$ cat config.mk
export PLATFORM = sky130hd
export DESIGN_NAME = cache_axi_read_arbiter
export DESIGN_NICKNAME = d
export VERILOG_FILES = /design/src/common/icache_if_pkg.sv /design/src/common/mem_rd_pkg.sv /design/src/rtl/cache_axi_read_arbiter.sv /design/src/rtl/icache_refill/icache_miss_adapter.sv /design/src/rtl/mem_read_arbiter.sv /design/src/rtl/mem_resp_read_demux.sv /design/src/rtl/mem_to_axi_read.sv
export VERILOG_INCLUDE_DIRS = /design/src /design/src/common
export SDC_FILE = /design/constraint.sdc
export NUM_CORES = 1
export LEC_CHECK = 0
export BUFFER_PORTS_ARGS = -buffer_cell sky130_fd_sc_hd__buf_2
export CAP_MARGIN = 20
export CORE_AREA = 10 10 204 206
export DETAILED_ROUTE_END_ITERATION = 10
export DIE_AREA = 0 0 214 216
export PLACE_DENSITY = 0.52
export SYNTH_ARGS = -nofsm -noshare
export SYNTH_HDL_FRONTEND = slang
export SYNTH_HIERARCHICAL = 1
export SYNTH_SLANG_ARGS = --single-unit
export TNS_END_PERCENT = 1
$ cat constraint.sdc
create_clock -name clk_i -period 11.8 [get_ports clk_i]
set_input_delay 2.36 -clock clk_i [delete_from_list [all_inputs] [get_ports clk_i]]
set_output_delay 2.36 -clock clk_i [all_outputs]
set_load 0.01 [all_outputs]
$ cat src/common/mem_bus_params.svh
// ******************************
// Bus fixed narrower than the I$ line
// Line width must be a multiple of the beat width
// ******************************
`ifndef MEM_BUS_PARAMS_SVH
`define MEM_BUS_PARAMS_SVH

// Physical address width
`define MEM_ADDR_W 32

// One memory/AXI beat
`define MEM_DATA_W 64

// Transaction ID width, shared by AR and R
`define MEM_ID_W 4

// Instruction cache line
`define ICACHE_LINE_W 128

// Beats per I$ line
`define ICACHE_BEATS 2

// AXI size code of one 64-bit beat
`define MEM_BEAT_SIZE 3

`endif

$ cat src/common/icache_if_pkg.sv
// ******************************
// I$ side types, tid carries the memory ID
// ******************************
`include "mem_bus_params.svh"

package icache_if_pkg;

  // Miss request as issued by the instruction cache
  typedef struct packed {
    logic [`MEM_ADDR_W-1:0] paddr;
    // Non-cacheable fetch, single beat
    logic                   nc;
    logic [`MEM_ID_W-1:0]   tid;
  } icache_miss_req_t;

  // Refill return, one full line
  typedef struct packed {
    logic [`MEM_ID_W-1:0]      tid;
    logic [`ICACHE_LINE_W-1:0] line;
  } icache_refill_t;

endpackage

$ cat src/common/mem_rd_pkg.sv
// ******************************
// Read-only memory and AXI channel types
// ******************************
`include "mem_bus_params.svh"

package mem_rd_pkg;

  // Requester slots on the read arbiter and response demux
  localparam int unsigned N_PORTS       = 3;
  localparam int unsigned PORT_ICACHE   = 0;
  localparam int unsigned PORT_DCACHE   = 1;
  localparam int unsigned PORT_UNCACHED = 2;

  // AXI encodings used on AR
  localparam logic [1:0] AXI_BURST_INCR      = 2'b01;
  localparam logic [3:0] AXI_CACHE_WB_ALLOC  = 4'b1111;
  localparam logic [3:0] AXI_CACHE_DEVICE_NB = 4'b0000;

  // Request into the arbiter, len is beats minus one
  typedef struct packed {
    logic [`MEM_ADDR_W-1:0] addr;
    logic [7:0]             len;
    logic [2:0]             size;
    logic [`MEM_ID_W-1:0]   id;
    logic                   cacheable;
  } mem_rd_req_t;

  // One returned beat
  typedef struct packed {
    logic [`MEM_ID_W-1:0]   id;
    logic [`MEM_DATA_W-1:0] data;
    logic                   last;
  } mem_rd_resp_t;

  typedef struct packed {
    logic [`MEM_ID_W-1:0]   id;
    logic [`MEM_ADDR_W-1:0] addr;
    logic [7:0]             len;
    logic [2:0]             size;
    logic [1:0]             burst;
    logic [3:0]             cache;
  } axi_ar_t;

  typedef struct packed {
    logic [`MEM_ID_W-1:0]   id;
    logic [`MEM_DATA_W-1:0] data;
    logic [1:0]             resp;
    logic                   last;
  } axi_r_t;

endpackage

$ cat src/rtl/cache_axi_read_arbiter.sv
// ******************************
// Read side only, no AW/W/B channels
// ******************************
`timescale 1ns/1ps
`include "mem_bus_params.svh"

module cache_axi_read_arbiter (
  input  logic                            clk_i,
  input  logic                            reset_i,

  // Instruction cache
  input  logic                            icache_miss_valid_i,
  input  icache_if_pkg::icache_miss_req_t icache_miss_i,
  output logic                            icache_miss_ready_o,
  output logic                            icache_refill_valid_o,
  output icache_if_pkg::icache_refill_t   icache_refill_o,
  input  logic [`MEM_ID_W-1:0]            icache_id_i,

  // Data cache refills
  input  logic                            dcache_miss_valid_i,
  input  mem_rd_pkg::mem_rd_req_t         dcache_miss_i,
  output logic                            dcache_miss_ready_o,
  output logic                            dcache_miss_resp_valid_o,
  output mem_rd_pkg::mem_rd_resp_t        dcache_miss_resp_o,
  input  logic                            dcache_miss_resp_ready_i,

  // Data cache uncached reads
  input  logic                            uc_read_valid_i,
  input  mem_rd_pkg::mem_rd_req_t         uc_read_i,
  output logic                            uc_read_ready_o,
  input  logic [`MEM_ID_W-1:0]            uc_read_id_i,
  output logic                            uc_read_resp_valid_o,
  output mem_rd_pkg::mem_rd_resp_t        uc_read_resp_o,
  input  logic                            uc_read_resp_ready_i,

  // AXI read port
  output logic                            ar_valid_o,
  output mem_rd_pkg::axi_ar_t             ar_o,
  input  logic                            ar_ready_i,
  input  logic                            r_valid_i,
  input  mem_rd_pkg::axi_r_t              r_i,
  output logic                            r_ready_o
);

  import mem_rd_pkg::*;

  logic                      rd_valid [N_PORTS];
  logic [N_PORTS-1:0]        req_valid;
  logic [N_PORTS-1:0]        req_ready;
  mem_rd_req_t [N_PORTS-1:0] req;
  logic                      arb_valid;
  logic                      arb_ready;
  mem_rd_req_t               arb_req;
  logic                      resp_valid;
  logic                      resp_ready;
  mem_rd_resp_t              resp;
  logic [N_PORTS-1:0]        out_valid;
  logic [N_PORTS-1:0]        out_ready;
  mem_rd_resp_t              out_resp;

  icache_miss_adapter icache_miss_adapter_inst (
    .clk_i           (clk_i),
    .reset_i         (reset_i),
    .miss_valid_i    (icache_miss_valid_i),
    .miss_i          (icache_miss_i),
    .miss_ready_o    (icache_miss_ready_o),
    .mem_req_valid_o (rd_valid[PORT_ICACHE]),
    .mem_req_o       (req[PORT_ICACHE]),
    .mem_req_ready_i (req_ready[PORT_ICACHE]),
    .resp_valid_i    (out_valid[PORT_ICACHE]),
    .resp_i          (out_resp),
    .resp_ready_o    (out_ready[PORT_ICACHE]),
    .refill_valid_o  (icache_refill_valid_o),
    .refill_o        (icache_refill_o)
  );

  // Data cache ports feed the arbiter directly
  assign rd_valid[PORT_DCACHE]   = dcache_miss_valid_i;
  assign rd_valid[PORT_UNCACHED] = uc_read_valid_i;
  assign req[PORT_DCACHE]        = dcache_miss_i;
  assign req[PORT_UNCACHED]      = uc_read_i;
  assign dcache_miss_ready_o     = req_ready[PORT_DCACHE];
  assign uc_read_ready_o         = req_ready[PORT_UNCACHED];

  always_comb begin
    for (int i = 0; i < N_PORTS; i++) begin
      req_valid[i] = rd_valid[i];
    end
  end

  mem_read_arbiter mem_read_arbiter_inst (
    .clk_i       (clk_i),
    .reset_i     (reset_i),
    .req_valid_i (req_valid),
    .req_i       (req),
    .req_ready_o (req_ready),
    .arb_valid_o (arb_valid),
    .arb_o       (arb_req),
    .arb_ready_i (arb_ready)
  );

  mem_to_axi_read mem_to_axi_read_inst (
    .req_valid_i  (arb_valid),
    .req_i        (arb_req),
    .req_ready_o  (arb_ready),
    .ar_valid_o   (ar_valid_o),
    .ar_o         (ar_o),
    .ar_ready_i   (ar_ready_i),
    .r_valid_i    (r_valid_i),
    .r_i          (r_i),
    .r_ready_o    (r_ready_o),
    .resp_valid_o (resp_valid),
    .resp_o       (resp),
    .resp_ready_i (resp_ready)
  );

  mem_resp_read_demux mem_resp_read_demux_inst (
    .resp_valid_i (resp_valid),
    .resp_i       (resp),
    .resp_ready_o (resp_ready),
    .icache_id_i  (icache_id_i),
    .uc_read_id_i (uc_read_id_i),
    .out_valid_o  (out_valid),
    .out_o        (out_resp),
    .out_ready_i  (out_ready)
  );

  assign dcache_miss_resp_valid_o = out_valid[PORT_DCACHE];
  assign dcache_miss_resp_o       = out_resp;
  assign out_ready[PORT_DCACHE]   = dcache_miss_resp_ready_i;

  assign uc_read_resp_valid_o     = out_valid[PORT_UNCACHED];
  assign uc_read_resp_o           = out_resp;
  assign out_ready[PORT_UNCACHED] = uc_read_resp_ready_i;

endmodule

$ cat src/rtl/icache_refill/icache_miss_adapter.sv
// ******************************
// One request in flight per buffer slot
// Refill has no ready, the I$ must take it
// ******************************
`timescale 1ns/1ps
`include "mem_bus_params.svh"

module icache_miss_adapter (
  input  logic                            clk_i,
  input  logic                            reset_i,

  // Miss requests from the I$
  input  logic                            miss_valid_i,
  input  icache_if_pkg::icache_miss_req_t miss_i,
  output logic                            miss_ready_o,

  // Toward the read arbiter
  output logic                            mem_req_valid_o,
  output mem_rd_pkg::mem_rd_req_t         mem_req_o,
  input  logic                            mem_req_ready_i,

  // Beats routed back by the demux
  input  logic                            resp_valid_i,
  input  mem_rd_pkg::mem_rd_resp_t        resp_i,
  output logic                            resp_ready_o,

  // Assembled line to the I$
  output logic                            refill_valid_o,
  output icache_if_pkg::icache_refill_t   refill_o
);

  import icache_if_pkg::*;
  import mem_rd_pkg::*;

  localparam int unsigned CNT_W = $clog2(`ICACHE_BEATS);

  mem_rd_req_t    req_fmt;
  mem_rd_req_t    buf_q;
  logic           buf_valid_q;
  logic           beat_acc;
  logic [CNT_W-1:0] beat_cnt_q;
  logic           refill_valid_q;
  icache_refill_t refill_q;

  // Miss in memory request format
  always_comb begin
    req_fmt.addr      = miss_i.paddr;
    req_fmt.len       = miss_i.nc ? 8'd0 : 8'(`ICACHE_BEATS - 1);
    req_fmt.size      = 3'(`MEM_BEAT_SIZE);
    req_fmt.id        = miss_i.tid;
    req_fmt.cacheable = ~miss_i.nc;
  end

  // The I$ may withdraw valid, so a miss is captured before it meets the arbiter
  assign miss_ready_o    = ~buf_valid_q;
  assign mem_req_valid_o = buf_valid_q;
  assign mem_req_o       = buf_q;

  always_ff @(posedge clk_i) begin
    if (reset_i) begin
      buf_valid_q <= 1'b0;
    end else if (miss_valid_i && miss_ready_o) begin
      buf_valid_q <= 1'b1;
    end else if (mem_req_ready_i) begin
      buf_valid_q <= 1'b0;
    end
  end

  always_ff @(posedge clk_i) begin
    if (miss_valid_i && miss_ready_o) begin
      buf_q <= req_fmt;
    end
  end

  // Upsizer never stalls, a new beat lands after the line was shown
  assign resp_ready_o = 1'b1;
  assign beat_acc     = resp_valid_i & resp_ready_o;

  always_ff @(posedge clk_i) begin
    if (reset_i) begin
      beat_cnt_q     <= '0;
      refill_valid_q <= 1'b0;
    end else begin
      refill_valid_q <= beat_acc & resp_i.last;
      if (beat_acc) begin
        beat_cnt_q <= resp_i.last ? '0 : beat_cnt_q + 1'b1;
      end
    end
  end

  // Line fills from the low end
  always_ff @(posedge clk_i) begin
    if (beat_acc) begin
      if (beat_cnt_q == '0) begin
        // First beat clears the rest of the line
        refill_q.line <= `ICACHE_LINE_W'(resp_i.data);
      end else begin
        refill_q.line[beat_cnt_q*`MEM_DATA_W +: `MEM_DATA_W] <= resp_i.data;
      end
      if (resp_i.last) begin
        refill_q.tid <= resp_i.id;
      end
    end
  end

  assign refill_valid_o = refill_valid_q;
  assign refill_o       = refill_q;

endmodule

$ cat src/rtl/mem_read_arbiter.sv
// ******************************
// Requesters must hold valid until ready
// ******************************
`timescale 1ns/1ps

module mem_read_arbiter (
  input  logic                                         clk_i,
  input  logic                                         reset_i,

  input  logic [mem_rd_pkg::N_PORTS-1:0]                req_valid_i,
  input  mem_rd_pkg::mem_rd_req_t [mem_rd_pkg::N_PORTS-1:0] req_i,
  output logic [mem_rd_pkg::N_PORTS-1:0]                req_ready_o,

  output logic                                         arb_valid_o,
  output mem_rd_pkg::mem_rd_req_t                      arb_o,
  input  logic                                         arb_ready_i
);

  import mem_rd_pkg::*;

  logic [1:0] last_q;
  logic [1:0] hold_idx_q;
  logic       hold_q;
  logic [1:0] rr_pick;
  logic [1:0] gnt_idx;

  // Slot that follows base by step positions
  function automatic logic [1:0] rr_next(input logic [1:0] base, input int step);
    int sum;
    sum = (int'(base) + step) % int'(N_PORTS);
    return sum[1:0];
  endfunction

  // Nearest valid slot after the last one served wins
  always_comb begin
    rr_pick = last_q;
    for (int k = N_PORTS; k >= 1; k--) begin
      if (req_valid_i[rr_next(last_q, k)]) begin
        rr_pick = rr_next(last_q, k);
      end
    end
  end

  assign gnt_idx     = hold_q ? hold_idx_q : rr_pick;
  assign arb_valid_o = req_valid_i[gnt_idx];
  assign arb_o       = req_i[gnt_idx];

  always_comb begin
    req_ready_o          = '0;
    req_ready_o[gnt_idx] = arb_ready_i;
  end

  // Stalled grant stays put so AR remains stable
  always_ff @(posedge clk_i) begin
    if (reset_i) begin
      last_q     <= 2'(N_PORTS - 1);
      hold_q     <= 1'b0;
      hold_idx_q <= '0;
    end else if (arb_valid_o && arb_ready_i) begin
      last_q <= gnt_idx;
      hold_q <= 1'b0;
    end else begin
      hold_q     <= arb_valid_o;
      hold_idx_q <= gnt_idx;
    end
  end

endmodule

$ cat src/rtl/mem_resp_read_demux.sv
// ******************************
// I$ ID wins if both IDs are equal
// ******************************
`timescale 1ns/1ps
`include "mem_bus_params.svh"

module mem_resp_read_demux (
  input  logic                                   resp_valid_i,
  input  mem_rd_pkg::mem_rd_resp_t               resp_i,
  output logic                                   resp_ready_o,

  input  logic [`MEM_ID_W-1:0]                   icache_id_i,
  input  logic [`MEM_ID_W-1:0]                   uc_read_id_i,

  output logic [mem_rd_pkg::N_PORTS-1:0]         out_valid_o,
  output mem_rd_pkg::mem_rd_resp_t               out_o,
  input  logic [mem_rd_pkg::N_PORTS-1:0]         out_ready_i
);

  import mem_rd_pkg::*;

  logic [1:0] route;

  // Everything not claimed by I$ or uncached is a D$ refill
  always_comb begin
    if (resp_i.id == icache_id_i) begin
      route = 2'(PORT_ICACHE);
    end else if (resp_i.id == uc_read_id_i) begin
      route = 2'(PORT_UNCACHED);
    end else begin
      route = 2'(PORT_DCACHE);
    end
  end

  always_comb begin
    out_valid_o        = '0;
    out_valid_o[route] = resp_valid_i;
  end

  // Beat waits on R until its target is ready
  assign resp_ready_o = out_ready_i[route];

  // Payload is shared, only the valid is steered
  assign out_o = resp_i;

endmodule

$ cat src/rtl/mem_to_axi_read.sv
// ******************************
// INCR bursts only, R resp code is dropped
// ******************************
`timescale 1ns/1ps

module mem_to_axi_read (
  input  logic                     req_valid_i,
  input  mem_rd_pkg::mem_rd_req_t  req_i,
  output logic                     req_ready_o,

  output logic                     ar_valid_o,
  output mem_rd_pkg::axi_ar_t      ar_o,
  input  logic                     ar_ready_i,

  input  logic                     r_valid_i,
  input  mem_rd_pkg::axi_r_t       r_i,
  output logic                     r_ready_o,

  output logic                     resp_valid_o,
  output mem_rd_pkg::mem_rd_resp_t resp_o,
  input  logic                     resp_ready_i
);

  import mem_rd_pkg::*;

  // AR side
  assign ar_valid_o  = req_valid_i;
  assign req_ready_o = ar_ready_i;

  always_comb begin
    ar_o.id    = req_i.id;
    ar_o.addr  = req_i.addr;
    ar_o.len   = req_i.len;
    ar_o.size  = req_i.size;
    ar_o.burst = AXI_BURST_INCR;
    // Uncached reads go out as device accesses
    ar_o.cache = req_i.cacheable ? AXI_CACHE_WB_ALLOC : AXI_CACHE_DEVICE_NB;
  end

  // R side
  assign resp_valid_o = r_valid_i;
  assign r_ready_o    = resp_ready_i;

  always_comb begin
    resp_o.id   = r_i.id;
    resp_o.data = r_i.data;
    resp_o.last = r_i.last;
  end

endmodule

==> results of run 1 <==
-- per-stage QoR --
| step | hold slack (ps) | area (sq um) | setup WS (ps) | power (mW) | std cells |
|---|---|---|---|---|---|
| 3_3_place_gp | 465 | 11100 | 4600 | 1.94 | 1618 |
| 6_report | 481 | 11700 | 4560 | 2.47 | 1651 |
| 3_5_place_dp | 470 | 11100 | 4570 | 1.95 | 1618 |
| 5_1_grt | 517 | 11700 | 4340 | 2.63 | 1651 |
| 4_1_cts | 483 | 11700 | 4560 | 2.52 | 1650 |
| 2_1_floorplan | 452 | 9910 | 2680 | 1.88 | 863 |
-- layer usage --
metal / global-route usage / wire length, microns / vias to the layer above
li1: - / - / 3131
met1: 0.140 / 12200 / 3076
met2: 0.230 / 16000 / 365
met3: 0.0634 / 3390 / 20
met4: 0.0412 / 533 / 0
met5: 0 / 0 / -
-- power groups by stage --
stage	Combinational (mW)	Clock, mW	Sequential [mW]
after global placement	1.20	0	0.747
after floorplan	1.13	0	0.750
after global routing	1.29	0.602	0.736
final	1.19	0.550	0.733
after detailed placement	1.20	0	0.748
after CTS	1.20	0.577	0.734
-- cells in the final DEF, fill, tap and decap left out, drive strengths merged, types with 2 or more instances in the layout --
cell,Yosys,layout
a211oi,2,2
a21o,3,3
a21oi,6,6
and2,66,66
buf,302,553
clkbuf,6,18
clkinv,0,6
conb,4,13
dfxtp,8,8
edfxtp,169,169
ha,4,4
inv,8,15
mux2i,55,55
nand2,55,55
nand2b,8,8
nor2,10,10
nor2b,68,68
o21ai,49,49
o21bai,3,3
o22ai,2,2
or3b,2,2
xnor2,4,4
xor2,4,4
-- cell type report --
cell class | instances | area (sq um) | share of cell area
clock buffer | 18 | 429 | 0.0367
clock inverter | 14 | 129 | 0.0110
inverter | 8 | 30.0 | 0.00257
multi-input combinational | 370 | 2420 | 0.207
sequential | 177 | 5240 | 0.449
tap | 511 | 639 | 0.0547
timing repair buffer | 553 | 2800 | 0.239
-- kinds of logic (layout without fill, tap and decap cells) --
kind of cell | after synthesis | after routing | share of synthesized area
muxes | 56 | 56 | 0.0569
adders and majority gates | 4 | 4 | 0.00507
and+or+nand+nor | 218 | 218 | 0.124
DFF | 177 | 177 | 0.530
other | 4 | 13 | 0.00152
xor gates and xnor gates | 8 | 8 | 0.00710
AOI/OAI and AO/OA | 71 | 71 | 0.0433
buffers and inverters | 316 | 593 | 0.232
-- worst min-delay path by stage --
stage,startpoint,depth (start not counted),slack [ps],to
detailed placement,mem_read_arbiter_inst/hold_idx_q[1],2,470,mem_read_arbiter_inst/hold_idx_q[1]
global placement,mem_read_arbiter_inst/hold_idx_q[1],2,460,mem_read_arbiter_inst/hold_idx_q[1]
CTS,mem_read_arbiter_inst/hold_idx_q[1],2,480,mem_read_arbiter_inst/hold_idx_q[1]
floorplan,mem_read_arbiter_inst/hold_idx_q[1],2,450,mem_read_arbiter_inst/hold_idx_q[1]
global route,mem_read_arbiter_inst/hold_idx_q[1],2,520,mem_read_arbiter_inst/hold_idx_q[1]
finish,mem_read_arbiter_inst/hold_idx_q[1],2,480,mem_read_arbiter_inst/hold_idx_q[1]
-- critical path, cell delays in order --
cell	delay (ps)
buf_2	140
mux2i_1	110
o22ai_1	250
or3b_1	420
nand3_4	90
buf_4	670
mux2i_1	430
a2bb2oi_2	190
inv_1	50
buf_2	140
-- flip-flops by register name, summed over array words and instances, names as in the netlist --
register	count
icache_miss_adapter_inst/beat_cnt_q	1
icache_miss_adapter_inst/mem_req_o	37
icache_miss_adapter_inst/mem_req_valid_o	1
icache_miss_adapter_inst/refill_o	132
icache_miss_adapter_inst/refill_valid_o	1
mem_read_arbiter_inst/hold_idx_q	2
mem_read_arbiter_inst/hold_q	1
mem_read_arbiter_inst/last_q	2
==> summary.md, run 1 <==
| Metric | Value |
|---|---|
| Status | `complete, no violations` |
| Mapped Area | `0.00987 sq mm` |
| Initial antenna violation count | `0` |
| Register share of total power | `0.297` |
| NetSw | `0.984 mW` |
| Count leader, synth | `buf_4` |
| # clock sinks | `177` |
| Share of layout cells above drive strength 1 | `0.521` |
| Worst R2R Setup Slack | `8520 ps` |
| DRT antenna net count | `0` |
| Post-layout minimum cycle time | `7240 ps` |
| Fill cells | `3923` |
| Cells after Synth | `854` |
| #FFs+latches synth | `177` |
| RSZ-0062 raised after global routing | `no` |
| Critical Path Start | `dcache_miss_valid_i` |
| Routability congestion estimate | `0.963` |
| Worst Setup EP | `ar_valid_o` |
| Total CTS buffers | `17` |
| Worst Setup Start Kind | `primary input` |
| Initial Util | `0.264` |
| Row cnt | `71` |
| Die Wd | `214 microns` |
| Pre-antenna DRT Iters | `4` |
| Chip height | `216 microns` |
| Die area | `0.0462 sq mm` |
| Worst Clk Skew | `8.74 ps` |
| Sw frac | `0.398` |
| Final period utilization | `0.614` |
| CTS Buffer Depth | `2` |
| Peak VDD IR | `0.115 mV` |
| Post-synth ARST share | `0` |
| P_int | `1.49 mW` |
| Crit path capture type | `output pin` |
| # Post-CTS Setup Buffers | `0` |
| Reg2reg path depth | `10` |
| Dominant synthesized flop cell | `edfxtp_1` |
| Post-cts gate resize count | `0` |
| Synth top area cells | `edfxtp_1, buf_4, mux2i_1` |
| Final setup vio count | `0` |
| Synth area leader | `edfxtp_1` |
| Comb power frac | `0.481` |
| Total GRT Usage | `0.133` |
| CP required | `9440 ps` |
| HPWL Detailed | `25.7 mm` |
| RR Startpoint | `mem_read_arbiter_inst/last_q[0]` |
| First-pass GRT wire length | `46.2 mm` |
| Vias in the first global route | `7153` |
| WL final | `32.1 mm` |
| Clock root cell | `clkbuf_16` |
| Vias per cell | `3.99` |
| Per-cell routed wire length | `19.5 microns` |
| Synth warn | `6` |
| P_leak | `5.13 nW` |
| Slew headroom | `0.307` |
| Clock latency at the later pin of the worst-skew pair | `440 ps` |
| Post-synth top area share | `0.514` |
| Setup tns final | `0 ps` |
| Register area share after synthesis | `0.530` |
| Post-synth EDFFs | `169` |
| Top cells by count, synth | `buf_4, edfxtp_1, nor2b_1, and2_1` |
| I/O Buffers | `547` |
| I/O pins | `552` |
| Iteration-0 DRC Markers | `260` |
| Clock power share | `0.223` |
| Distinct cells, synth | `42` |
| HP Class | `register to register` |
| Post-route DRC violation count | `0` |
| Critical path type | `primary input to output pin` |
| Mapped Avg Cell Area | `11.6 sq um` |
| Fmax | `0.138 GHz` |
| Clk pin slew, worst setup/hold paths | `60 ps` |
| Largest net degree at the start of global routing | `98` |
| CTS tree | `done` |
| P per Cell Area | `212 mW/mm^2` |
| Hold buffers post-CTS | `0` |
| Inserted Diodes | `0` |
| Worst EP arrival | `4880 ps` |
| Slew Viols, Final | `0` |
| Core Box Area | `0.0374 sq mm` |
| Total of max-cap violations | `0` |
| Slew @ Worst Pin | `1040 ps` |
| Utilization after layout | `0.312` |
| Vias post-DR | `6592` |
| Max FO, Critical Path | `50` |
| H-tree levels | `4` |
| Area Growth Syn to Fin | `18.3%` |
| Grt ovf | `0` |
| Count of final hold-check violations | `0` |
| Nets | `1352` |
| R2r endpoint | `mem_read_arbiter_inst/hold_idx_q[0]` |
Note: power is estimated with default switching activity, not from simulation.
==> run 2: changes to the inputs <==
--- a/config.mk
+++ b/config.mk
@@ -6,11 +6,12 @@
 export SDC_FILE = /design/constraint.sdc
 export NUM_CORES = 1
 export LEC_CHECK = 0
+export ABC_AREA = 1
 export BUFFER_PORTS_ARGS = -buffer_cell sky130_fd_sc_hd__buf_2
 export CAP_MARGIN = 20
-export CORE_AREA = 10 10 204 206
+export CORE_AREA = 10 10 209 211
 export DETAILED_ROUTE_END_ITERATION = 10
-export DIE_AREA = 0 0 214 216
+export DIE_AREA = 0 0 219 221
 export PLACE_DENSITY = 0.52
 export SYNTH_ARGS = -nofsm -noshare
 export SYNTH_HDL_FRONTEND = slang
==> constraint.sdc (replaced) <==
create_clock -name clk_i -period 7.26 [get_ports clk_i]
set_input_delay 1.452 -clock clk_i [delete_from_list [all_inputs] [get_ports clk_i]]
set_output_delay 1.452 -clock clk_i [all_outputs]
set_load 0.01 [all_outputs]
==> run 2 against run 1 <==
Net effect:
- clock power rose by 73%
- largest cell class unchanged
- core utilization fell by 0.54 points
- worst setup slack got worse by 2700 ps
- power rose by 110%
- highest routed layer unchanged
==> summary.md, run 2 <==
| Metric | Value |
|---|---|
| P_leak | `6.06 nW (+18%)` |
| I/O Buffers | `547 (unchanged)` |
| Vias post-DR | `7742 (+17%)` |
| Largest family of logic cells by synthesized area | `buffers and inverters` |
| CP required | `5810 ps (-3630 ps)` |
| Distinct cells, synth | `29 (-31%)` |
| CTS tree | `done` |
| Final period utilization | `0.747` |
| Setup tns final | `0 ps (unchanged)` |
| Post-synth top area share | `0.489 (-0.0255)` |
| Cells after Synth | `1119 (+31%)` |
| Iteration-0 DRC Markers | `395 (+52%)` |
| Pre-antenna DRT Iters | `6 (+2)` |
| Final hold slack | `524 ps (+42.1 ps)` |
| Clk pin slew, worst setup/hold paths | `80 ps (+20 ps)` |
| Slew Viols, Final | `0 (unchanged)` |
| Critical path type | `primary input to output pin` |
| Largest net degree at the start of global routing | `89 (-9.2%)` |
| Die Wd | `219 microns (+2.3%)` |
| Multiplexer share of the synthesized area | `0 (-0.0569)` |
| Vias per cell | `4.03 (+0.94%)` |
| Area Growth Syn to Fin | `16.6%` |
| Count leader, synth | `buf_4` |
| Clock root cell | `clkbuf_16` |
| Top cells by count, synth | `buf_4, edfxtp_1, inv_1, nand2_1, nor2_1` |
| HPWL Detailed | `28.1 mm (+9.7%)` |
| Slew @ Worst Pin | `906 ps (-133 ps)` |
| Total CTS buffers | `17 (unchanged)` |
| Post-synth EDFFs | `169 (unchanged)` |
| Hold Crit Depth | `2 (unchanged)` |
| Post-route DRC violation count | `0 (unchanged)` |
| Grt ovf | `0 (unchanged)` |
| Hold buffers post-CTS | `0 (unchanged)` |
| WL final | `35.5 mm (+11%)` |
| Compound-Gate Fraction of Synth Area | `0.0542 (+0.0109)` |
| CTS Buffer Depth | `2 (unchanged)` |
| Fill cells | `4241 (+8.1%)` |
| Per-cell routed wire length | `18.5 microns (-4.9%)` |
| Dominant synthesized flop cell | `edfxtp_1` |
| RR Startpoint | `mem_read_arbiter_inst/last_q[0]` |
| DRT antenna net count | `0 (unchanged)` |
| Hold Path End | `mem_read_arbiter_inst/last_q[1]` |
| Post-cts gate resize count | `0 (unchanged)` |
| Xor/xnor share of the synthesized area | `0 (-0.00710)` |
| Synth warn | `6 (unchanged)` |
| Total GRT Usage | `0.141 (+0.00870)` |
| Reg2reg path depth | `16 (+6)` |
| First-pass GRT wire length | `51.4 mm (+11%)` |
| Power after layout | `5.10 mW (+110%)` |
| Worst R2R Setup Slack | `4230 ps (-4290 ps)` |
| Max reg flops | `132 (unchanged)` |
| # clock sinks | `177 (unchanged)` |
| Final setup vio count | `0 (unchanged)` |
| Core Box Area | `0.0395 sq mm (+5.5%)` |
| Worst EP arrival | `3970 ps (-910 ps)` |
| Multi-input logic area | `0.00220 sq mm (-9.1%)` |
| Share of layout cells above drive strength 1 | `0.459 (-0.0619)` |
| Adder-Cell Fraction of Synth Area | `0.00482 (-0.000251)` |
| HP Class | `register to register` |
| Mapped Area | `0.0104 sq mm (+5.2%)` |
| Chip height | `221 microns (+2.3%)` |
| #FFs+latches synth | `177 (unchanged)` |
| Initial antenna violation count | `0 (unchanged)` |
| Most common cell after layout, fill and taps aside | `buf_2` |
| H-tree levels | `4 (unchanged)` |
| Vias in the first global route | `8037 (+12%)` |
| Post-synth ARST share | `0 (unchanged)` |
| Mapped Avg Cell Area | `9.28 sq um (-20%)` |
| Initial Util | `0.263 (-0.000736)` |
| Count of final hold-check violations | `0 (unchanged)` |
| I/O pins | `552 (unchanged)` |
| Nets | `1608 (+19%)` |
| Utilization after layout | `0.307 (-0.00538)` |
| Register area | `0.00524 sq mm (unchanged)` |
| Post-Synth Simple-Gate Area | `0.147 (+0.0229)` |
| Die area | `0.0484 sq mm (+4.7%)` |
| Peak VDD IR | `0.248 mV (+120%)` |
| Synth top area cells | `edfxtp_1, buf_4, inv_1` |
| Row cnt | `73 (+2.8%)` |
| Status | `complete, no violations` |
| Worst Clk Skew | `10.7 ps (+1.95 ps)` |
| Max FO, Critical Path | `54 (+8.0%)` |
| P per Cell Area | `421 mW/mm^2 (+99%)` |
| Fmax | `0.184 GHz` |
| Slew headroom | `0.396 (+0.0883)` |
| Most frequent cells in the layout | `buf_2, edfxtp_1, inv_1` |
| Register area share after synthesis | `0.504 (-0.0263)` |
| Worst Hold Launch | `mem_read_arbiter_inst/last_q[1]` |
| Clock latency at the later pin of the worst-skew pair | `450 ps (about the same)` |
| Post-layout minimum cycle time | `5420 ps` |
| R2r endpoint | `mem_read_arbiter_inst/last_q[0]` |
| RSZ-0062 raised after global routing | `no` |
| Inserted Diodes | `0 (unchanged)` |
| Worst Setup Start Kind | `primary input` |
| # Post-CTS Setup Buffers | `0 (unchanged)` |
| Routability congestion estimate | `0.880 (-8.6%)` |
| Synth area leader | `edfxtp_1` |
| Crit path capture type | `output pin` |
| Total of max-cap violations | `0 (unchanged)` |
-- run 2: cell count changes in the layout (fill, tap and decap cells not counted), moves of 6 or more --
cell,change
nand2b_1,-7
nor2_1,+102
nand3_2,+15
inv_2,+8
inv_1,+151
o21ai_2,+10
nand3_1,+54
o21ai_0,+47
nand2_1,+79
nor2b_1,-66
mux2i_1,-55
and2_1,-66
nor2_2,+12
o21ai_1,-6
-- run 2: cells by family (layout without fill, tap and decap cells) --
logic type | Yosys count | count (layout)
AOI/OAI and AO/OA | 105 | 105
DFF | 177 | 177
and+or+nand+nor | 342 | 342
buffers and inverters | 487 | 755
other | 4 | 13
adders and majority gates | 4 | 4
-- run 2: power by group --
part           total (mW)  internal [mW]  switching, mW
Sequential           1.20           1.18         0.0271
Clock               0.953          0.493          0.460
Combinational        2.94          0.948           1.99
-- run 2: layout make-up --
type / count / area share
well taps: 525 / 0.0542
clock inverters: 14 / 0.0133
repair buffers: 552 / 0.229
clock buffers: 18 / 0.0354
inverters: 171 / 0.0537
flip-flops and latches: 177 / 0.433
multi-input cells: 464 / 0.181
-- run 2: stage by stage --
stage / setup WS [ps] / instances / instance area, sq um
2_1_floorplan: 557 / 1128 / 10400
3_3_place_gp: 1800 / 1889 / 11500
3_5_place_dp: 1780 / 1889 / 11500
4_1_cts: 1780 / 1921 / 12100
5_1_grt: 1520 / 1921 / 12100
6_report: 1840 / 1921 / 12100
-- run 2: how the worst max path moves through the flow --
stage          slack [ps]                 from                              endpoint  cells past startpoint
2_1_floorplan         560              r_i[68]  icache_miss_adapter_inst/refill_o[0]                      8
3_3_place_gp         1800  dcache_miss_valid_i                               ar_o[0]                     15
3_5_place_dp         1780  dcache_miss_valid_i                               ar_o[0]                     15
4_1_cts              1780  dcache_miss_valid_i                               ar_o[0]                     15
5_1_grt              1520      uc_read_valid_i                               ar_o[1]                     13
6_report             1840      uc_read_valid_i                               ar_o[1]                     13
-- run 2: metal layers --
metal  track usage  vias to the layer above  wire (microns)
met5             0                        -               0
met4        0.0501                        0             781
met3        0.0603                       32            3950
met2         0.252                      392           18100
met1         0.144                     3562           12700
li1              -                     3756               -
-- run 2: critical path: stages --
cell     delay [ps]
buf_2           130
inv_1           100
o21ai_1          90
nand2_1         130
nand2_1          60
nand2_1          60
nand2_1          60
nand2_2          70
nand2_4         350
inv_4           530
o21ai_0         150
o21ai_0         510
buf_2           240
